==> config.mk <==
export PLATFORM = sky130hd
export DESIGN_NAME = branch_predict_unit
export DESIGN_NICKNAME = d
export VERILOG_FILES = /design/src/logic/stats_pkg.sv /design/src/logic/branch_pkg.sv /design/src/logic/pred_queue_if.sv /design/src/logic/branch_predict_unit.sv /design/src/logic/branch_stats.sv /design/src/logic/branch_ctrl.sv /design/src/logic/branch_waterfall_queue.sv /design/src/logic/branch_history_table.sv
export SDC_FILE = /design/constraint.sdc
export NUM_CORES = 1
export LEC_CHECK = 0
export BUFFER_PORTS_ARGS = -buffer_cell sky130_fd_sc_hd__buf_2
export CORE_ASPECT_RATIO = 0.8
export CORE_UTILIZATION = 45
export DETAILED_ROUTE_END_ITERATION = 16
export PLACE_DENSITY = 0.66
export SYNTH_ARGS = -nofsm -noshare
export SYNTH_HDL_FRONTEND = slang
export SYNTH_SLANG_ARGS = --single-unit
==> constraint.sdc <==
create_clock -name clk -period 3 [get_ports clk]
set_input_delay 0.15 -clock clk [delete_from_list [all_inputs] [get_ports clk]]
set_output_delay 0.15 -clock clk [all_outputs]
set_load 0.005 [all_outputs]
==> src/logic/stats_pkg.sv <==
package stats_pkg;

    typedef logic [15:0] cnt_t;   // event counter, wraps
    typedef logic [1:0] wb_adr_t; // wishbone word address

    // register map, address 3 reads zero
    localparam wb_adr_t reg_issued = 2'd0;
    localparam wb_adr_t reg_resolved = 2'd1;
    localparam wb_adr_t reg_mispredicts = 2'd2;

endpackage : stats_pkg

==> src/logic/branch_pkg.sv <==
package branch_pkg;

    // instruction word address, used for pc, targets and redirects
    typedef logic [15:0] addr_t;

    typedef logic pred_t;       // 1 = predicted taken
    typedef logic [1:0] ctr_t;  // 2-bit saturating counter

    // history table, indexed by the low address bits
    localparam int bht_entries = 16;
    typedef logic [3:0] bht_idx_t;

    // in-flight branches held in the queue
    localparam int queue_depth = 3;
    typedef logic [1:0] qptr_t; // counts 0..3, so full is top == 3

    typedef enum logic {
        st_run,
        st_flush
    } ctrl_state_t;

endpackage : branch_pkg
==> src/logic/pred_queue_if.sv <==
`timescale 1ns/1ps

interface pred_queue_if;
    import branch_pkg::*;

    // ctrl -> queue
    logic load_prediction;
    logic update_predictions;
    logic correct_prediction;
    addr_t mispredict_address_in;
    pred_t prediction_in;

    // queue -> ctrl
    addr_t mispredict_address_out;
    pred_t prediction_out;
    logic full;

    modport ctrl (
        output load_prediction, update_predictions, correct_prediction,
        output mispredict_address_in, prediction_in,
        input mispredict_address_out, prediction_out, full
    );

    modport queue (
        input load_prediction, update_predictions, correct_prediction,
        input mispredict_address_in, prediction_in,
        output mispredict_address_out, prediction_out, full
    );

endinterface : pred_queue_if

==> src/logic/branch_predict_unit.sv <==
`timescale 1ns/1ps

module branch_predict_unit (
    input logic clk,
    input logic rst_n,

    // fetch
    input logic fetch_valid,
    input logic fetch_is_branch,
    input branch_pkg::addr_t fetch_pc,
    input branch_pkg::addr_t fetch_target,
    output branch_pkg::addr_t next_pc,
    output branch_pkg::pred_t predict_taken,
    output logic fetch_stall,

    // execute
    input logic resolve_valid,
    input branch_pkg::addr_t resolve_pc,
    input logic resolve_taken,
    output logic flush,
    output branch_pkg::addr_t redirect_pc,

    // wishbone classic slave
    input logic wb_cyc,
    input logic wb_stb,
    input logic wb_we,
    input stats_pkg::wb_adr_t wb_adr,
    input stats_pkg::cnt_t wb_dat_w,
    output stats_pkg::cnt_t wb_dat_r,
    output logic wb_ack
);
    import branch_pkg::*;

    pred_t bht_taken;
    logic ev_issue;
    logic ev_resolve;
    logic ev_mispredict;

    pred_queue_if pq ();

    branch_history_table u_branch_history_table (
        .clk       (clk),
        .rst_n     (rst_n),
        .rd_idx    (bht_idx_t'(fetch_pc[3:0])),
        .rd_taken  (bht_taken),
        .upd_en    (resolve_valid),
        .upd_idx   (bht_idx_t'(resolve_pc[3:0])), // trained by the resolving branch
        .upd_taken (resolve_taken)
    );

    branch_waterfall_queue u_branch_waterfall_queue (
        .clk   (clk),
        .rst_n (rst_n),
        .pq    (pq.queue)
    );

    branch_ctrl u_branch_ctrl (
        .clk             (clk),
        .rst_n           (rst_n),
        .fetch_valid     (fetch_valid),
        .fetch_is_branch (fetch_is_branch),
        .fetch_pc        (fetch_pc),
        .fetch_target    (fetch_target),
        .bht_taken       (bht_taken),
        .resolve_valid   (resolve_valid),
        .resolve_taken   (resolve_taken),
        .pq              (pq.ctrl),
        .next_pc         (next_pc),
        .predict_taken   (predict_taken),
        .fetch_stall     (fetch_stall),
        .flush           (flush),
        .redirect_pc     (redirect_pc),
        .ev_issue        (ev_issue),
        .ev_resolve      (ev_resolve),
        .ev_mispredict   (ev_mispredict)
    );

    branch_stats u_branch_stats (
        .clk           (clk),
        .rst_n         (rst_n),
        .ev_issue      (ev_issue),
        .ev_resolve    (ev_resolve),
        .ev_mispredict (ev_mispredict),
        .wb_cyc        (wb_cyc),
        .wb_stb        (wb_stb),
        .wb_we         (wb_we),
        .wb_adr        (wb_adr),
        .wb_dat_w      (wb_dat_w),
        .wb_dat_r      (wb_dat_r),
        .wb_ack        (wb_ack)
    );

endmodule : branch_predict_unit

==> src/logic/branch_stats.sv <==
`timescale 1ns/1ps

module branch_stats (
    input logic clk,
    input logic rst_n,

    input logic ev_issue,
    input logic ev_resolve,
    input logic ev_mispredict,

    input logic wb_cyc,
    input logic wb_stb,
    input logic wb_we,
    input stats_pkg::wb_adr_t wb_adr,
    input stats_pkg::cnt_t wb_dat_w,
    output stats_pkg::cnt_t wb_dat_r,
    output logic wb_ack
);
    import stats_pkg::*;

    cnt_t issued_cnt;
    cnt_t resolved_cnt;
    cnt_t mispredict_cnt;
    cnt_t rd_data;

    logic access;
    logic wr_clear;

    assign access = wb_cyc & wb_stb & ~wb_ack; // ack drops the cycle after it rises
    assign wr_clear = access & wb_we; // any data value clears

    always_comb begin
        case (wb_adr)
            reg_issued: rd_data = issued_cnt;
            reg_resolved: rd_data = resolved_cnt;
            reg_mispredicts: rd_data = mispredict_cnt;
            default: rd_data = '0;
        endcase
    end

    always_ff @(posedge clk) begin
        if (!rst_n) begin
            wb_ack <= 1'b0;
        end else begin
            wb_ack <= access;
        end
    end

    always_ff @(posedge clk) begin
        if (access) begin
            wb_dat_r <= rd_data;
        end
    end

    // clear wins over an event on the same edge
    always_ff @(posedge clk) begin
        if (!rst_n || wr_clear) begin
            issued_cnt <= '0;
            resolved_cnt <= '0;
            mispredict_cnt <= '0;
        end else begin
            if (ev_issue) issued_cnt <= issued_cnt + cnt_t'(1);
            if (ev_resolve) resolved_cnt <= resolved_cnt + cnt_t'(1);
            if (ev_mispredict) mispredict_cnt <= mispredict_cnt + cnt_t'(1);
        end
    end

endmodule : branch_stats

==> src/logic/branch_ctrl.sv <==
`timescale 1ns/1ps

module branch_ctrl (
    input logic clk,
    input logic rst_n,

    input logic fetch_valid,
    input logic fetch_is_branch,
    input branch_pkg::addr_t fetch_pc,
    input branch_pkg::addr_t fetch_target,
    input branch_pkg::pred_t bht_taken,

    input logic resolve_valid,
    input logic resolve_taken,

    pred_queue_if.ctrl pq,

    output branch_pkg::addr_t next_pc,
    output branch_pkg::pred_t predict_taken,
    output logic fetch_stall,
    output logic flush,
    output branch_pkg::addr_t redirect_pc,

    output logic ev_issue,
    output logic ev_resolve,
    output logic ev_mispredict
);
    import branch_pkg::*;

    ctrl_state_t state;
    addr_t pc_plus1;
    logic is_branch;
    logic mispredict;

    assign pc_plus1 = fetch_pc + addr_t'(1);
    assign is_branch = fetch_valid & fetch_is_branch;

    assign predict_taken = is_branch & bht_taken;
    assign next_pc = predict_taken ? fetch_target : pc_plus1;

    // a resolve in the same cycle frees a slot
    assign fetch_stall = is_branch & pq.full & ~resolve_valid & (state == st_run);

    assign mispredict = resolve_valid & (resolve_taken != pq.prediction_out);

    // wrong-path fetch in the mispredict cycle is dropped as well
    assign pq.load_prediction = is_branch & ~fetch_stall & ~mispredict & (state == st_run);
    assign pq.mispredict_address_in = predict_taken ? pc_plus1 : fetch_target;
    assign pq.prediction_in = predict_taken;
    assign pq.update_predictions = resolve_valid;
    assign pq.correct_prediction = ~mispredict;

    assign ev_issue = pq.load_prediction;
    assign ev_resolve = resolve_valid;
    assign ev_mispredict = mispredict;

    assign flush = (state == st_flush);

    always_ff @(posedge clk) begin
        if (!rst_n) begin
            state <= st_run;
            redirect_pc <= '0;
        end else begin
            case (state)
                st_run: begin
                    if (mispredict) begin
                        state <= st_flush;
                        redirect_pc <= pq.mispredict_address_out; // head's alternate path
                    end
                end
                default: state <= st_run; // flush lasts one cycle
            endcase
        end
    end

endmodule : branch_ctrl

==> src/logic/branch_waterfall_queue.sv <==
`timescale 1ns/1ps

module branch_waterfall_queue (
    input logic clk,
    input logic rst_n,

    pred_queue_if.queue pq
);
    import branch_pkg::*;

    addr_t alt_q [queue_depth];
    pred_t pred_q [queue_depth];

    qptr_t top_ptr; // number of valid entries, next free slot
    qptr_t top_ptr_up1;
    qptr_t top_ptr_dn1;

    logic clear;
    logic pop;
    logic push;

    assign top_ptr_up1 = top_ptr + qptr_t'(1);
    assign top_ptr_dn1 = top_ptr - qptr_t'(1);

    assign clear = pq.update_predictions & ~pq.correct_prediction;
    assign pop = pq.update_predictions & pq.correct_prediction;
    assign push = pq.load_prediction & ~pq.full; // a full queue only loads with a pop

    assign pq.full = (top_ptr == qptr_t'(queue_depth));
    assign pq.mispredict_address_out = alt_q[0];
    assign pq.prediction_out = pred_q[0];

    always_ff @(posedge clk) begin
        if (!rst_n) begin
            top_ptr <= '0;
        end else if (clear) begin
            top_ptr <= '0;
        end else if (pop) begin
            if (!pq.load_prediction) begin
                top_ptr <= top_ptr_dn1;
            end
        end else if (push) begin
            top_ptr <= top_ptr_up1;
        end
    end

    // entries are valid below top_ptr only
    always_ff @(posedge clk) begin
        if (pop) begin
            for (int i = 0; i < queue_depth - 1; i++) begin
                alt_q[i] <= alt_q[i + 1];
                pred_q[i] <= pred_q[i + 1];
            end
            if (pq.load_prediction) begin
                // lands at the top left after the shift
                alt_q[top_ptr_dn1] <= pq.mispredict_address_in;
                pred_q[top_ptr_dn1] <= pq.prediction_in;
            end
        end else if (push && !clear) begin
            alt_q[top_ptr] <= pq.mispredict_address_in;
            pred_q[top_ptr] <= pq.prediction_in;
        end
    end

endmodule : branch_waterfall_queue

==> src/logic/branch_history_table.sv <==
`timescale 1ns/1ps

module branch_history_table (
    input logic clk,
    input logic rst_n,

    input branch_pkg::bht_idx_t rd_idx,
    output branch_pkg::pred_t rd_taken,

    input logic upd_en,
    input branch_pkg::bht_idx_t upd_idx,
    input logic upd_taken
);
    import branch_pkg::*;

    ctr_t table_q [bht_entries];
    ctr_t upd_ctr;

    // upper half of the counter range means taken
    assign rd_taken = table_q[rd_idx][1];

    assign upd_ctr = table_q[upd_idx];

    always_ff @(posedge clk) begin
        if (!rst_n) begin
            for (int i = 0; i < bht_entries; i++) begin
                table_q[i] <= ctr_t'(1); // weakly not taken
            end
        end else if (upd_en) begin
            if (upd_taken) begin
                if (upd_ctr != ctr_t'(3)) begin
                    table_q[upd_idx] <= upd_ctr + ctr_t'(1);
                end
            end else begin
                if (upd_ctr != ctr_t'(0)) begin
                    table_q[upd_idx] <= upd_ctr - ctr_t'(1);
                end
            end
        end
    end

endmodule : branch_history_table

# Word-level counts from Yosys, hierarchy flattened
# Memory sizes are Yosys's and may differ from the RTL's. A register that Yosys moved wholly into a read port is not among the register bits.
# Cells that the tools add are included.
# totals
output_inout_bits,52
reg_bits,68
ram_bits,83
memories,3
elab_cells,98
# mem_list
memory,words,word_bits,read_ports,rd_ports_with_merged_regs,wr,line_no,rtl
u_branch_waterfall_queue.alt_q,3,16,3,1,3,branch_waterfall_queue.sv:11,addr_t alt_q [queue_depth];
u_branch_history_table.table_q,16,2,2,0,16,branch_history_table.sv:16,ctr_t table_q [bht_entries];
u_branch_waterfall_queue.pred_q,3,1,3,0,3,branch_waterfall_queue.sv:12,pred_t pred_q [queue_depth];
# op_classes
n_reduce_logical,15
n_eq_ne,6
add_sub_neg,8
bitwise,23
mux,36
# op_table
cell,count
$add A16 B1 Y16 const B,4
$mux W16,3
$pmux W16 S3,1
$mux W1,24
$reduce_or A16 Y1,1
$and A1 B1 Y1,15
$mux W2,7
$not A1 Y1,7
$reduce_or A2 Y1,3
$add A2 B1 Y2 const B,2
$eq A2 B2 Y1 const B,2
$mux W4,1
$ne A2 B2 Y1 const B,2
$reduce_and A2 Y1,2
$reduce_bool A2 Y1,2
$sub A2 B1 Y2 const B,2
$logic_not A1 Y1,3
$eq A2 B1 Y1 const B,1
$logic_not A2 Y1,1
$logic_and A1 B1 Y1,1
$logic_or A1 B1 Y1,1
$ne A1 B1 Y1,1
$or A1 B1 Y1,1
$reduce_or A1 Y1,1

# Longest topological paths before layout
# Gate-level depths: netlist (run 1).
# logic_depth
ltp_word,15
mapped_depth,9
mapped_depth_nobuf,6

# By module
# A second synthesis (run 1) with hierarchy kept.
# unflattened
cells_unflattened,793
area_unflattened_um2,8680.8
# modules_own_cells
module,area_each_um2,instances,cells_per_inst,seq_area_each_um2
branch_stats,3001.6,1,325,1461.4
branch_waterfall_queue,2278.4,1,117,1571.5
branch_history_table,2014.4,1,162,960.9
branch_ctrl,1386.3,1,189,340.3

# Least setup slack after synthesis (run 1)
# Ideal clock, no wire load.
# synth_path
path_kind,register to register
start,register u_branch_waterfall_queue.top_ptr[0]
end,memory u_branch_waterfall_queue.alt_q[2][0] (netlist name) (enable)
synth_period_minus_slack_ns,2.944
t_required_ns,2.583
path_slack_ns,0.056
t_arrival_ns,2.527
path_buffers,0
setup_time_ns,0.417
stages_incl_launch_ff,5
cell_sequence,dfxtp_1 -> ha_1 -> nor2b_1 -> a211oi_4 -> a21boi_0
# synth_lines
item,line_no,rtl
from (decl),branch_waterfall_queue.sv:14,qptr_t top_ptr;
from (signal assigned),branch_waterfall_queue.sv:40,top_ptr <= top_ptr_dn1;
from (signal assigned),branch_waterfall_queue.sv:43,top_ptr <= top_ptr_up1;
to (decl),branch_waterfall_queue.sv:11,

==> results.yml, run 1 <==
setup_path:
  arrival_ns: 2.75
  crit_path_max_fanout: 24
  cp-end-kind: "output pin"
  crit_chain: "mux4_2 > nand2b_4 > and4_4 > nor2_8 > buf_4 > mux2_2 > buf_2"
  slowest_stage: "mux4_2"
  path_class: "reg -> out"
  ff2ff_setup_slack_ns: 0.49
  slowest_delay_ns: 0.51
  required_ns: 2.85
  crit_family: "multiplexers"
  cp-start-kind: "flop"
  path_buf_inv: 2
outcome:
  outcome: "finished, final reports clean"
synthesis:
  ys_types: 61
  synth_area_leader_cell: "edfxtp_1"
  synth_seq_cells: 167
  synth-main-ff-cell: "edfxtp_1"
  syn_area_per_cell_um2: 9.944
  synth_top_area_share: 0.3344
  async_flop_share: 0
  yosysSeqAreaShare: 0.4875
  synth_area_um2: 8890
  synth_fp_nets: 974
  synth-edff-count: 99
  syn_inst: 894
  synth.area.top_cells: "edfxtp_1 (33%), dfxtp_1 (15%), nand2_1 (5.3%)"
  yosysWarnings: 0
detailed_routing:
  drt_iter0_drc: 672
  wirelength_um: 21430
  drc: 0
  wl_per_cell_um: 17.04
  drt_pre_antenna_iters: 5
  ant_nets: 0
  vias_per_cell: 5.650
  vias: 7108
clock_tree:
  cts_made_buffers: 17
  cts_root_buffer: "clkbuf_16"
  cts.sinks: 167
  cts_tree: "built"
  cts_max_level: 4
  clockBufferDepth: 2
  path_clk_slew_ns: 0.07
  worstSkewPairLatency_ns: 0.44
cells_and_area:
  layout_common_cells: "nand2_1 (125), edfxtp_1 (99), buf_2 (98)"
  multi_input_area_um2: 4258
  drive_gt1_frac: 0.2000
  area_delta_synth_final_pct: 15.35
  final_area_um2: 10250
  fin_nets: 1067
  seq_area_um2: 4334
  antenna_cells: 0
  nFillCells: 1759
  mostFrequentLayoutCell: "nand2_1"
timing:
  slew_headroom: 0.2474
  fin_setup_tns_ns: 0
  max_freq_mhz: 344.6
  finClkSkew_ns: 0.01264
  worst_pin_slew_ns: 1.129
  finalMaxSlewViolations: 0
  rsz0062_at_grt: "false"
  finalCritPeriodShare: 0.9674
  hold_viol: 0
  fin_crit_ns: 2.902
  setup_viol: 0
floorplanning:
  die_h_um: 127.7
  initial_core_util: 0.4644
  top_level_ports: 127
  die_w_um: 159.1
  design.core.area_um2: 19140
  dieArea_um2: 20320
  num_rows: 45
power_and_ir_drop:
  power_leakage_nw: 3.720
  power_density_nw_per_um2: 521.1
  max-vdd-ir-drop_mv: 0.3232
  power.share.sequential: 0.481
  pwr-share-clk: 0.403
  p_total_mw: 5.344
  p_comb_frac: 0.116
  p_sw_mw: 1.469
  swShare: 0.2749
  power.internal_mw: 3.874
global_route:
  grtUsageTotal: 0.2152
  globalRoute.totalOverflow: 0
  grt_pass1_vias: 6283
  grt_pass1_wl_um: 33940
  grt_max_degree: 41
  antenna_found_initial: 0
run:
  drv_cap: 0
placed_design:
  portBuffers: 98
  gp_congestion: 0.8432
  placed_area_um2: 9664
  dp_hpwl_um: 15310
hold_path:
  hold_class: "in -> reg"
[cells by family after synthesis]
logic type	share of synthesized area
mux	0.08374
xor+xnor	0.04743
compound gates	0.1188
simple gates	0.2196
buf+inv	0.03589
fa+ha+maj	0.007037
flops	0.4875
[flip-flops by register name, indices dropped and copies added (netlist names)]
| name | cells |
|---|---|
| u_branch_stats.issued_cnt | 16 |
| u_branch_stats.resolved_cnt | 16 |
| u_branch_ctrl.redirect_pc | 16 |
| u_branch_ctrl.flush | 1 |
| u_branch_stats.mispredict_cnt | 16 |
| u_branch_stats.wb_dat_r | 16 |
| u_branch_waterfall_queue.top_ptr | 2 |
| u_branch_history_table.table_q | 32 |
| u_branch_waterfall_queue.alt_q | 48 |
| u_branch_waterfall_queue.pred_q | 3 |
| u_branch_stats.wb_ack | 1 |
[metrics by stage]
stage          setup slack, ns  cells    util  hold slack, ns
2_1_floorplan          0.05592    894       -          0.3478
3_3_place_gp            0.3921   1226  0.5048          0.4504
3_5_place_dp            0.3481   1226  0.5048          0.4562
4_1_cts                0.09652   1258  0.5352         0.02629
5_1_grt                0.02512   1258  0.5357         0.06413
6_report               0.09771   1258  0.5357         0.04173
[layer usage]
metal	global-route usage	vias up	routed length, µm
met5	0	-	0
met3	0.04044	27	1289
met2	0.3055	230	9164
met4	0.07240	0	319
met1	0.3264	3368	10660
li1	-	3483	-
[worst paths after layout]
check / start / end / depth (start not counted)
hold / removal: fetch_target[0] / u_branch_waterfall_queue.alt_q[2][0]$_DFFE_PP_ / 3
setup / recovery: u_branch_history_table.table_q[11][1]$_SDFFCE_PN0P_ / next_pc[4] / 7
setup reg to reg: u_branch_history_table.table_q[0][1]$_SDFFCE_PN0P_ / u_branch_waterfall_queue.alt_q[0][14]$_DFFE_PP_ / 6
hold reg to reg: u_branch_ctrl.redirect_pc[2]$_SDFFE_PN0P_ / u_branch_ctrl.redirect_pc[2]$_SDFFE_PN0P_ / 2
[power by group through the flow]
stage | clock, mW | sequential (mW) | combinational [mW]
2_1_floorplan | 0 | 2.61 | 0.387
3_3_place_gp | 0 | 2.62 | 0.607
3_5_place_dp | 0 | 2.62 | 0.616
4_1_cts | 2.19 | 2.57 | 0.618
5_1_grt | 2.28 | 2.58 | 0.681
6_report | 2.15 | 2.57 | 0.622
[cells in the mapped netlist (all sizes together), types with 2 or more instances]
cell	n
nand2	126
edfxtp	99
nor2	75
dfxtp	68
o21ai	56
mux2i	38
nand4	33
nand3	31
nor3	31
buf	29
a21oi	28
o31ai	26
xnor2	26
clkbuf	22
xor2	20
a21boi	18
inv	17
nor4	14
mux2	12
or3	12
mux4	10
and2	9
nor2b	8
a221o	7
nand2b	7
or4	7
and3	6
and4	6
o211ai	6
or2	6
a31oi	5
ha	5
nor4b	5
a211oi	3
and3b	3
nor3b	3
o211a	3
o22ai	3
a21o	2
nand3b	2
o31a	2
[repair_timing]
| item | CTS | global route |
|---|---|---|
| hold buffers | 0 | 0 |
| buffers inserted | 0 | 0 |
| gates resized for setup | 0 | 2 |
| endpoints found under the setup margin | 0 | 4 |
[worst reg2reg max path, delay by kind of cell (launching register included)]
family          cells  cell delay, ns
simple gates        2            0.62
compound gates      2            0.60
buf+inv             1            0.35
mux                 1            0.28
flops               1            0.41
[final cells by class]
| class | instances | share of cell area |
|---|---|---|
| Multi-Input combinational cell | 659 | 0.4152 |
| Clock inverter | 15 | 0.01513 |
| Tap cell | 258 | 0.03148 |
| Clock buffer | 17 | 0.04148 |
| Inverter | 17 | 0.006467 |
| Timing Repair Buffer | 125 | 0.06759 |
| Sequential cell | 167 | 0.4226 |
Note: power is estimated with default switching activity, not from simulation.
==> run 2, diff against run 1 <==
--- a/config.mk
+++ b/config.mk
@@ -7,9 +7,10 @@
 export LEC_CHECK = 0
 export BUFFER_PORTS_ARGS = -buffer_cell sky130_fd_sc_hd__buf_2
 export CORE_ASPECT_RATIO = 0.8
-export CORE_UTILIZATION = 45
+export CORE_UTILIZATION = 40
 export DETAILED_ROUTE_END_ITERATION = 16
-export PLACE_DENSITY = 0.66
+export PLACE_DENSITY = 0.59
+export SLEW_MARGIN = 10
 export SYNTH_ARGS = -nofsm -noshare
 export SYNTH_HDL_FRONTEND = slang
 export SYNTH_SLANG_ARGS = --single-unit
==> results.yml, run 2 (synthesized netlist as in run 1, its figures left out) <==
outcome:
  outcome: "finished, final reports clean"
clock_tree:
  cts_root_buffer: "clkbuf_16"
  cts.sinks: 167
  hold_buffers: 0
  cts_made_buffers: 17
  cts_setup_buffers: 0
  cts_tree: "built"
  clockBufferDepth: 2
  path_clk_slew_ns: 0.07
  worstSkewPairLatency_ns: 0.44
  cts_resized: 0
  cts_max_level: 4
detailed_routing:
  wirelength_um: 22050
  vias: 7084
  ant_nets: 0
  drt_pre_antenna_iters: 5
  wl_per_cell_um: 16.91
  vias_per_cell: 5.433
  drc: 0
  drt_iter0_drc: 555
cells_and_area:
  seq_area_um2: 4334
  top_register: "u_branch_waterfall_queue.alt_q"
  final_area_um2: 10390
  nFillCells: 2014
  largest_reg_flops: 48
  reg.largest.list: "u_branch_waterfall_queue.alt_q: 48 flops, u_branch_history_table.table_q: 32 flops"
  mostFrequentLayoutCell: "nand2_1"
  antenna_cells: 0
  multi_input_area_um2: 4248
  drive_gt1_frac: 0.2012
  layout_common_cells: "nand2_1 (125), edfxtp_1 (99), buf_2 (98)"
  area_delta_synth_final_pct: 16.90
  fin_nets: 1071
placed_design:
  placed_area_um2: 9724
  portBuffers: 98
  dp_hpwl_um: 15600
  pre_cts_slack_ns: 0.4373
  gp_congestion: 0.8163
setup_path:
  required_ns: 2.85
  cp-end-kind: "output pin"
  cp-start-kind: "flop"
  crit_family: "multiplexers"
  slowest_stage: "mux4_2"
  cp.depth: 7
  r2r-end: "u_branch_waterfall_queue.alt_q[0][12]$_DFFE_PP_"
  slowest_delay_ns: 0.49
  path_buf_inv: 2
  crit_path_max_fanout: 24
  rr_worst_depth: 5
  ff2ff_setup_slack_ns: 0.52
  crit_chain: "mux4_2 > nand2b_4 > and4_4 > nor2_8 > buf_12 > mux2_2 > buf_2"
  path_class: "reg -> out"
  arrival_ns: 2.66
  r2r_start: "u_branch_history_table.table_q[0][1]$_SDFFCE_PN0P_"
hold_path:
  hp-start: "fetch_target[0]"
  hold_depth: 3
  hold_end: "u_branch_waterfall_queue.alt_q[2][0]$_DFFE_PP_"
  hold_class: "in -> reg"
power_and_ir_drop:
  p_sw_mw: 1.516
  power_leakage_nw: 3.765
  swShare: 0.2758
  max-vdd-ir-drop_mv: 0.3712
  power.internal_mw: 3.981
  power_density_nw_per_um2: 528.9
  p_comb_frac: 0.115
  p_total_mw: 5.497
  power.share.sequential: 0.467
  pwr-share-clk: 0.418
timing:
  max_freq_mhz: 356.0
  rsz0062_at_grt: "false"
  finalMaxSlewViolations: 0
  finalWorstSetupSlack_ns: 0.1910
  finalCritPeriodShare: 0.9363
  fin_crit_ns: 2.809
  fin_setup_tns_ns: 0
  setup_viol: 0
  hold_viol: 0
  slew_headroom: 0.2981
  worst_pin_slew_ns: 1.053
  finClkSkew_ns: 0.01268
floorplanning:
  top_level_ports: 127
  initial_core_util: 0.4100
  die_w_um: 168.7
  num_rows: 48
  design.core.area_um2: 21680
  dieArea_um2: 22830
  die_h_um: 135.3
global_route:
  antenna_found_initial: 0
  grt_pass1_vias: 6423
  grtUsageTotal: 0.1985
  globalRoute.totalOverflow: 0
  grt_max_degree: 41
  grt_pass1_wl_um: 34990
run:
  drv_cap: 0
## run 2: power by group through the flow
stage	logic [mW]	clock network [mW]	registers [mW]
final	0.629	2.30	2.57
after global routing	0.690	2.43	2.58
after CTS	0.623	2.34	2.57
after detailed placement	0.620	0	2.62
after global placement	0.616	0	2.62
after floorplan	0.387	0	2.61
## run 2: how the worst max path moves through the flow
| stage | slack (ns) | endpoint | start |
|---|---|---|---|
| after global routing | 0.11 | next_pc[3] | u_branch_history_table.table_q[11][1]$_SDFFCE_PN0P_ |
| after floorplan | 0.06 | u_branch_waterfall_queue.alt_q[2][0]$_DFFE_PP_ | u_branch_waterfall_queue.top_ptr[0]$_SDFFE_PP0P_ |
| after detailed placement | 0.44 | u_branch_waterfall_queue.alt_q[0][0]$_DFFE_PP_ | fetch_pc[2] |
| after CTS | 0.07 | next_pc[1] | u_branch_history_table.table_q[3][1]$_SDFFCE_PN0P_ |
| after global placement | 0.44 | u_branch_waterfall_queue.alt_q[0][0]$_DFFE_PP_ | fetch_pc[2] |
| final | 0.19 | next_pc[3] | u_branch_history_table.table_q[11][1]$_SDFFCE_PN0P_ |
## run 2: metal layers
metal  share of wire  global-route usage  vias up
li1                -                   -     3518
met1            0.52              0.3012     3339
met2            0.42              0.2879      207
met3           0.049             0.03330       20
met4           0.011             0.05606        0
met5               0                   0        -
## run 2: layout make-up
| class | instances | area share |
|---|---|---|
| repair buffers | 129 | 0.07079 |
| clock buffers | 17 | 0.04093 |
| multi-input cells | 659 | 0.4087 |
| inverters | 17 | 0.006381 |
| clock inverters | 15 | 0.01999 |
| well taps | 300 | 0.03612 |
| flip-flops and latches | 167 | 0.4170 |
## run 2: stage by stage
stage                     hold slack [ns]  utilization  std cells
final                             0.04520       0.4793       1304
after global routing              0.05854       0.4793       1304
after CTS                         0.03729       0.4777       1301
after detailed placement           0.4545       0.4485       1269
after global placement             0.4513       0.4485       1269
after floorplan                    0.3478            -        894
## run 2: worst reg2reg max path, cell delays in order, from the launching register on
cell and delay [ns]:
edfxtp_1 0.44, mux4_2 0.48, o22ai_1 0.27, or4_1 0.39, a21boi_0 0.24, o31ai_1 0.44
==> run 3, diff against run 2 <==
--- a/config.mk
+++ b/config.mk
@@ -9,8 +9,9 @@
 export CORE_ASPECT_RATIO = 0.8
 export CORE_UTILIZATION = 40
 export DETAILED_ROUTE_END_ITERATION = 16
-export PLACE_DENSITY = 0.59
+export PLACE_DENSITY = 0.6
 export SLEW_MARGIN = 10
 export SYNTH_ARGS = -nofsm -noshare
 export SYNTH_HDL_FRONTEND = slang
+export SYNTH_HIERARCHICAL = 1
 export SYNTH_SLANG_ARGS = --single-unit
==> constraint.sdc (replaced) <==
create_clock -name clk -period 3 [get_ports clk]
set_input_delay 0.45 -clock clk [delete_from_list [all_inputs] [get_ports clk]]
set_output_delay 0.45 -clock clk [all_outputs]
set_load 0.005 [all_outputs]
==> results.yml, run 3 <==
outcome:
  outcome: "complete, but fails checks"
  failed_checks: "setup timing"
synthesis:
  ys_types: 65
  yosysSeqAreaShare: 0.4993
  synth.most_common_cell: "nand2_1"
  synth_area_um2: 8681
  synth-edff-count: 99
  synth_seq_cells: 167
  synth-main-ff-cell: "edfxtp_1"
  syn_inst: 793
  synth_top_area_share: 0.3425
  yosysWarnings: 6
  async_flop_share: 0
  synth_common_cells: "nand2_1 (100), edfxtp_1 (99), nor2_1 (69), dfxtp_1 (68), mux2i_1 (45)"
  syn_area_per_cell_um2: 10.95
  synth_area_leader_cell: "edfxtp_1"
  synth_fp_nets: 874
  synth.area.top_cells: "edfxtp_1 (34%), dfxtp_1 (16%), mux2i_1 (5.2%)"
setup_path:
  crit_chain: "mux4_2 > mux4_2 > nand3_4 > buf_12 > nand2_1 > a31o_2 > nand3_2 > buf_2"
  r2r_start: "u_branch_history_table/table_q[13][1]$_SDFFCE_PN0P_"
  crit_top_cell: "mux4_2"
  arrival_ns: 2.55
  rr_worst_depth: 7
  startpoint: "u_branch_history_table/table_q[13][1]$_SDFFCE_PN0P_"
  crit_path_max_fanout: 10
  path_class: "reg -> out"
  slowest_delay_ns: 0.51
  path_buf_inv: 2
  ff2ff_setup_slack_ns: 0.24
  crit_family: "multiplexers"
  r2r-end: "u_branch_waterfall_queue/alt_q[0][7]$_DFFE_PP_"
  slowest_stage: "mux4_2"
  cp-start-kind: "flop"
  cp-end-kind: "output pin"
  required_ns: 2.55
timing:
  finalMaxSlewViolations: 0
  fin_crit_ns: 3.003
  worst_pin_slew_ns: 0.8658
  slew_headroom: 0.4167
  finalCritPeriodShare: 1.001
  max_freq_mhz: 333.0
  finClkSkew_ns: 0.01012
  hold_ws_ns: 0.4180
  setup_viol: 1
  hold_viol: 0
  fin_setup_tns_ns: -0.003072
  rsz0062_at_grt: "true"
  finalWorstSetupSlack_ns: -0.003072
clock_tree:
  cts_tree: "built"
  worstSkewPairLatency_ns: 0.43
  cts_made_buffers: 17
  cts_root_buffer: "clkbuf_16"
  path_clk_slew_ns: 0.07
  cts_max_level: 4
  clockBufferDepth: 2
  cts.sinks: 167
  hold_buffers: 0
cells_and_area:
  finalCoreUtilization: 0.4860
  reg.largest.list: "u_branch_waterfall_queue/alt_q: 48 flops, u_branch_history_table/table_q: 32 flops"
  mostFrequentLayoutCell: "nand2_1"
  fin_nets: 987
  largest_reg_flops: 48
  layout_common_cells: "nand2_1 (100), edfxtp_1 (99), buf_2 (98)"
  fin_cells: 1188
  antenna_cells: 0
  drive_gt1_frac: 0.2699
  area_delta_synth_final_pct: 17.54
  top_register: "u_branch_waterfall_queue/alt_q"
global_route:
  grt_pass1_wl_um: 31420
  grt_pass1_vias: 5777
  antenna_found_initial: 0
  globalRoute.totalOverflow: 0
  grt_max_degree: 26
  grtUsageTotal: 0.1810
power_and_ir_drop:
  power_density_nw_per_um2: 538.7
  max-vdd-ir-drop_mv: 0.3501
  power_leakage_nw: 3.717
detailed_routing:
  vias_per_cell: 5.296
  wl_per_cell_um: 16.41
  ant_nets: 0
  wirelength_um: 19490
  vias: 6292
  drt_iter0_drc: 597
  drt_pre_antenna_iters: 5
  drc: 0
placed_design:
  place_inst: 1152
  dp_hpwl_um: 14000
  pre_cts_slack_ns: 0.1198
  gp_congestion: 0.8216
  portBuffers: 98
floorplanning:
  die_w_um: 166.7
  design.core.area_um2: 20990
  top_level_ports: 127
  dieArea_um2: 22300
  die_h_um: 133.8
  initial_core_util: 0.4135
  num_rows: 47
hold_path:
  hp-start: "fetch_target[1]"
  hold_class: "in -> reg"
  hold_end: "u_branch_waterfall_queue/alt_q[2][1]$_DFFE_PP_"
  hold_depth: 3
run:
  drv_cap: 0
==> run 3: repair_timing <==
action | CTS | global route
buffers inserted | 2 | 1
setup endpoints to repair | 11 | 15
gates resized for setup | 2 | 4
cloned | 1 | 0
==> run 3: area by class of cell <==
| type | count | area (µm²) |
|---|---|---|
| Sequential cell | 167 | 4334 |
| Clock inverter | 15 | 153.9 |
| Multi-Input combinational cell | 567 | 4049 |
| Clock buffer | 17 | 425.4 |
| Inverter | 17 | 63.81 |
| Tap cell | 269 | 336.6 |
| Timing Repair Buffer | 136 | 840.8 |
| Fill cell | 1914 | 10790 |
==> run 3: kinds of logic after synthesis <==
kind of cell               share of synthesized area
AOI/OAI and AO/OA                            0.06414
xor gates and xnor gates                     0.05247
adders and majority gates                   0.008648
buffers and inverters                        0.03690
DFF                                           0.4993
muxes                                         0.1456
and+or+nand+nor                               0.1930
==> run 3: metrics by stage <==
step / power (mW) / area (µm²)
2_1_floorplan: 3.117 / 8681
6_report: 5.496 / 10200
5_1_grt: 5.711 / 10200
3_5_place_dp: 3.370 / 9542
3_3_place_gp: 3.363 / 9542
4_1_cts: 5.547 / 10180
==> run 3: worst min-delay path, stage by stage <==
cell and delay (ns):
buf_2 0.09, nand2_1 0.05, nand2_1 0.13
==> run 3: routing by layer <==
metal | wire, µm | part of all wire | GRT usage
met1 | 9814 | 0.50 | 0.2679
met2 | 8360 | 0.43 | 0.2654
met3 | 1203 | 0.062 | 0.04337
met4 | 115 | 0.0059 | 0.04115
met5 | 0 | 0 | 0
==> run 3: power by group <==
part	switching, mW	leakage (nW)	internal (mW)	total, mW
combinational	0.406	1.97	0.320	0.726
sequential	0.0550	1.46	2.55	2.61
clock	0.984	0.286	1.18	2.16
==> run 3: how the worst max path moves through the flow <==
stage | end | cells past startpoint | slack [ns]
2_1_floorplan | u_branch_waterfall_queue/alt_q[2][0]$_DFFE_PP_ | 8 | 0.14
3_3_place_gp | next_pc[15] | 9 | 0.12
3_5_place_dp | u_branch_waterfall_queue/alt_q[0][7]$_DFFE_PP_ | 7 | 0.12
4_1_cts | next_pc[15] | 8 | 0.009
5_1_grt | next_pc[11] | 8 | -0.09
6_report | next_pc[15] | 8 | -0.003
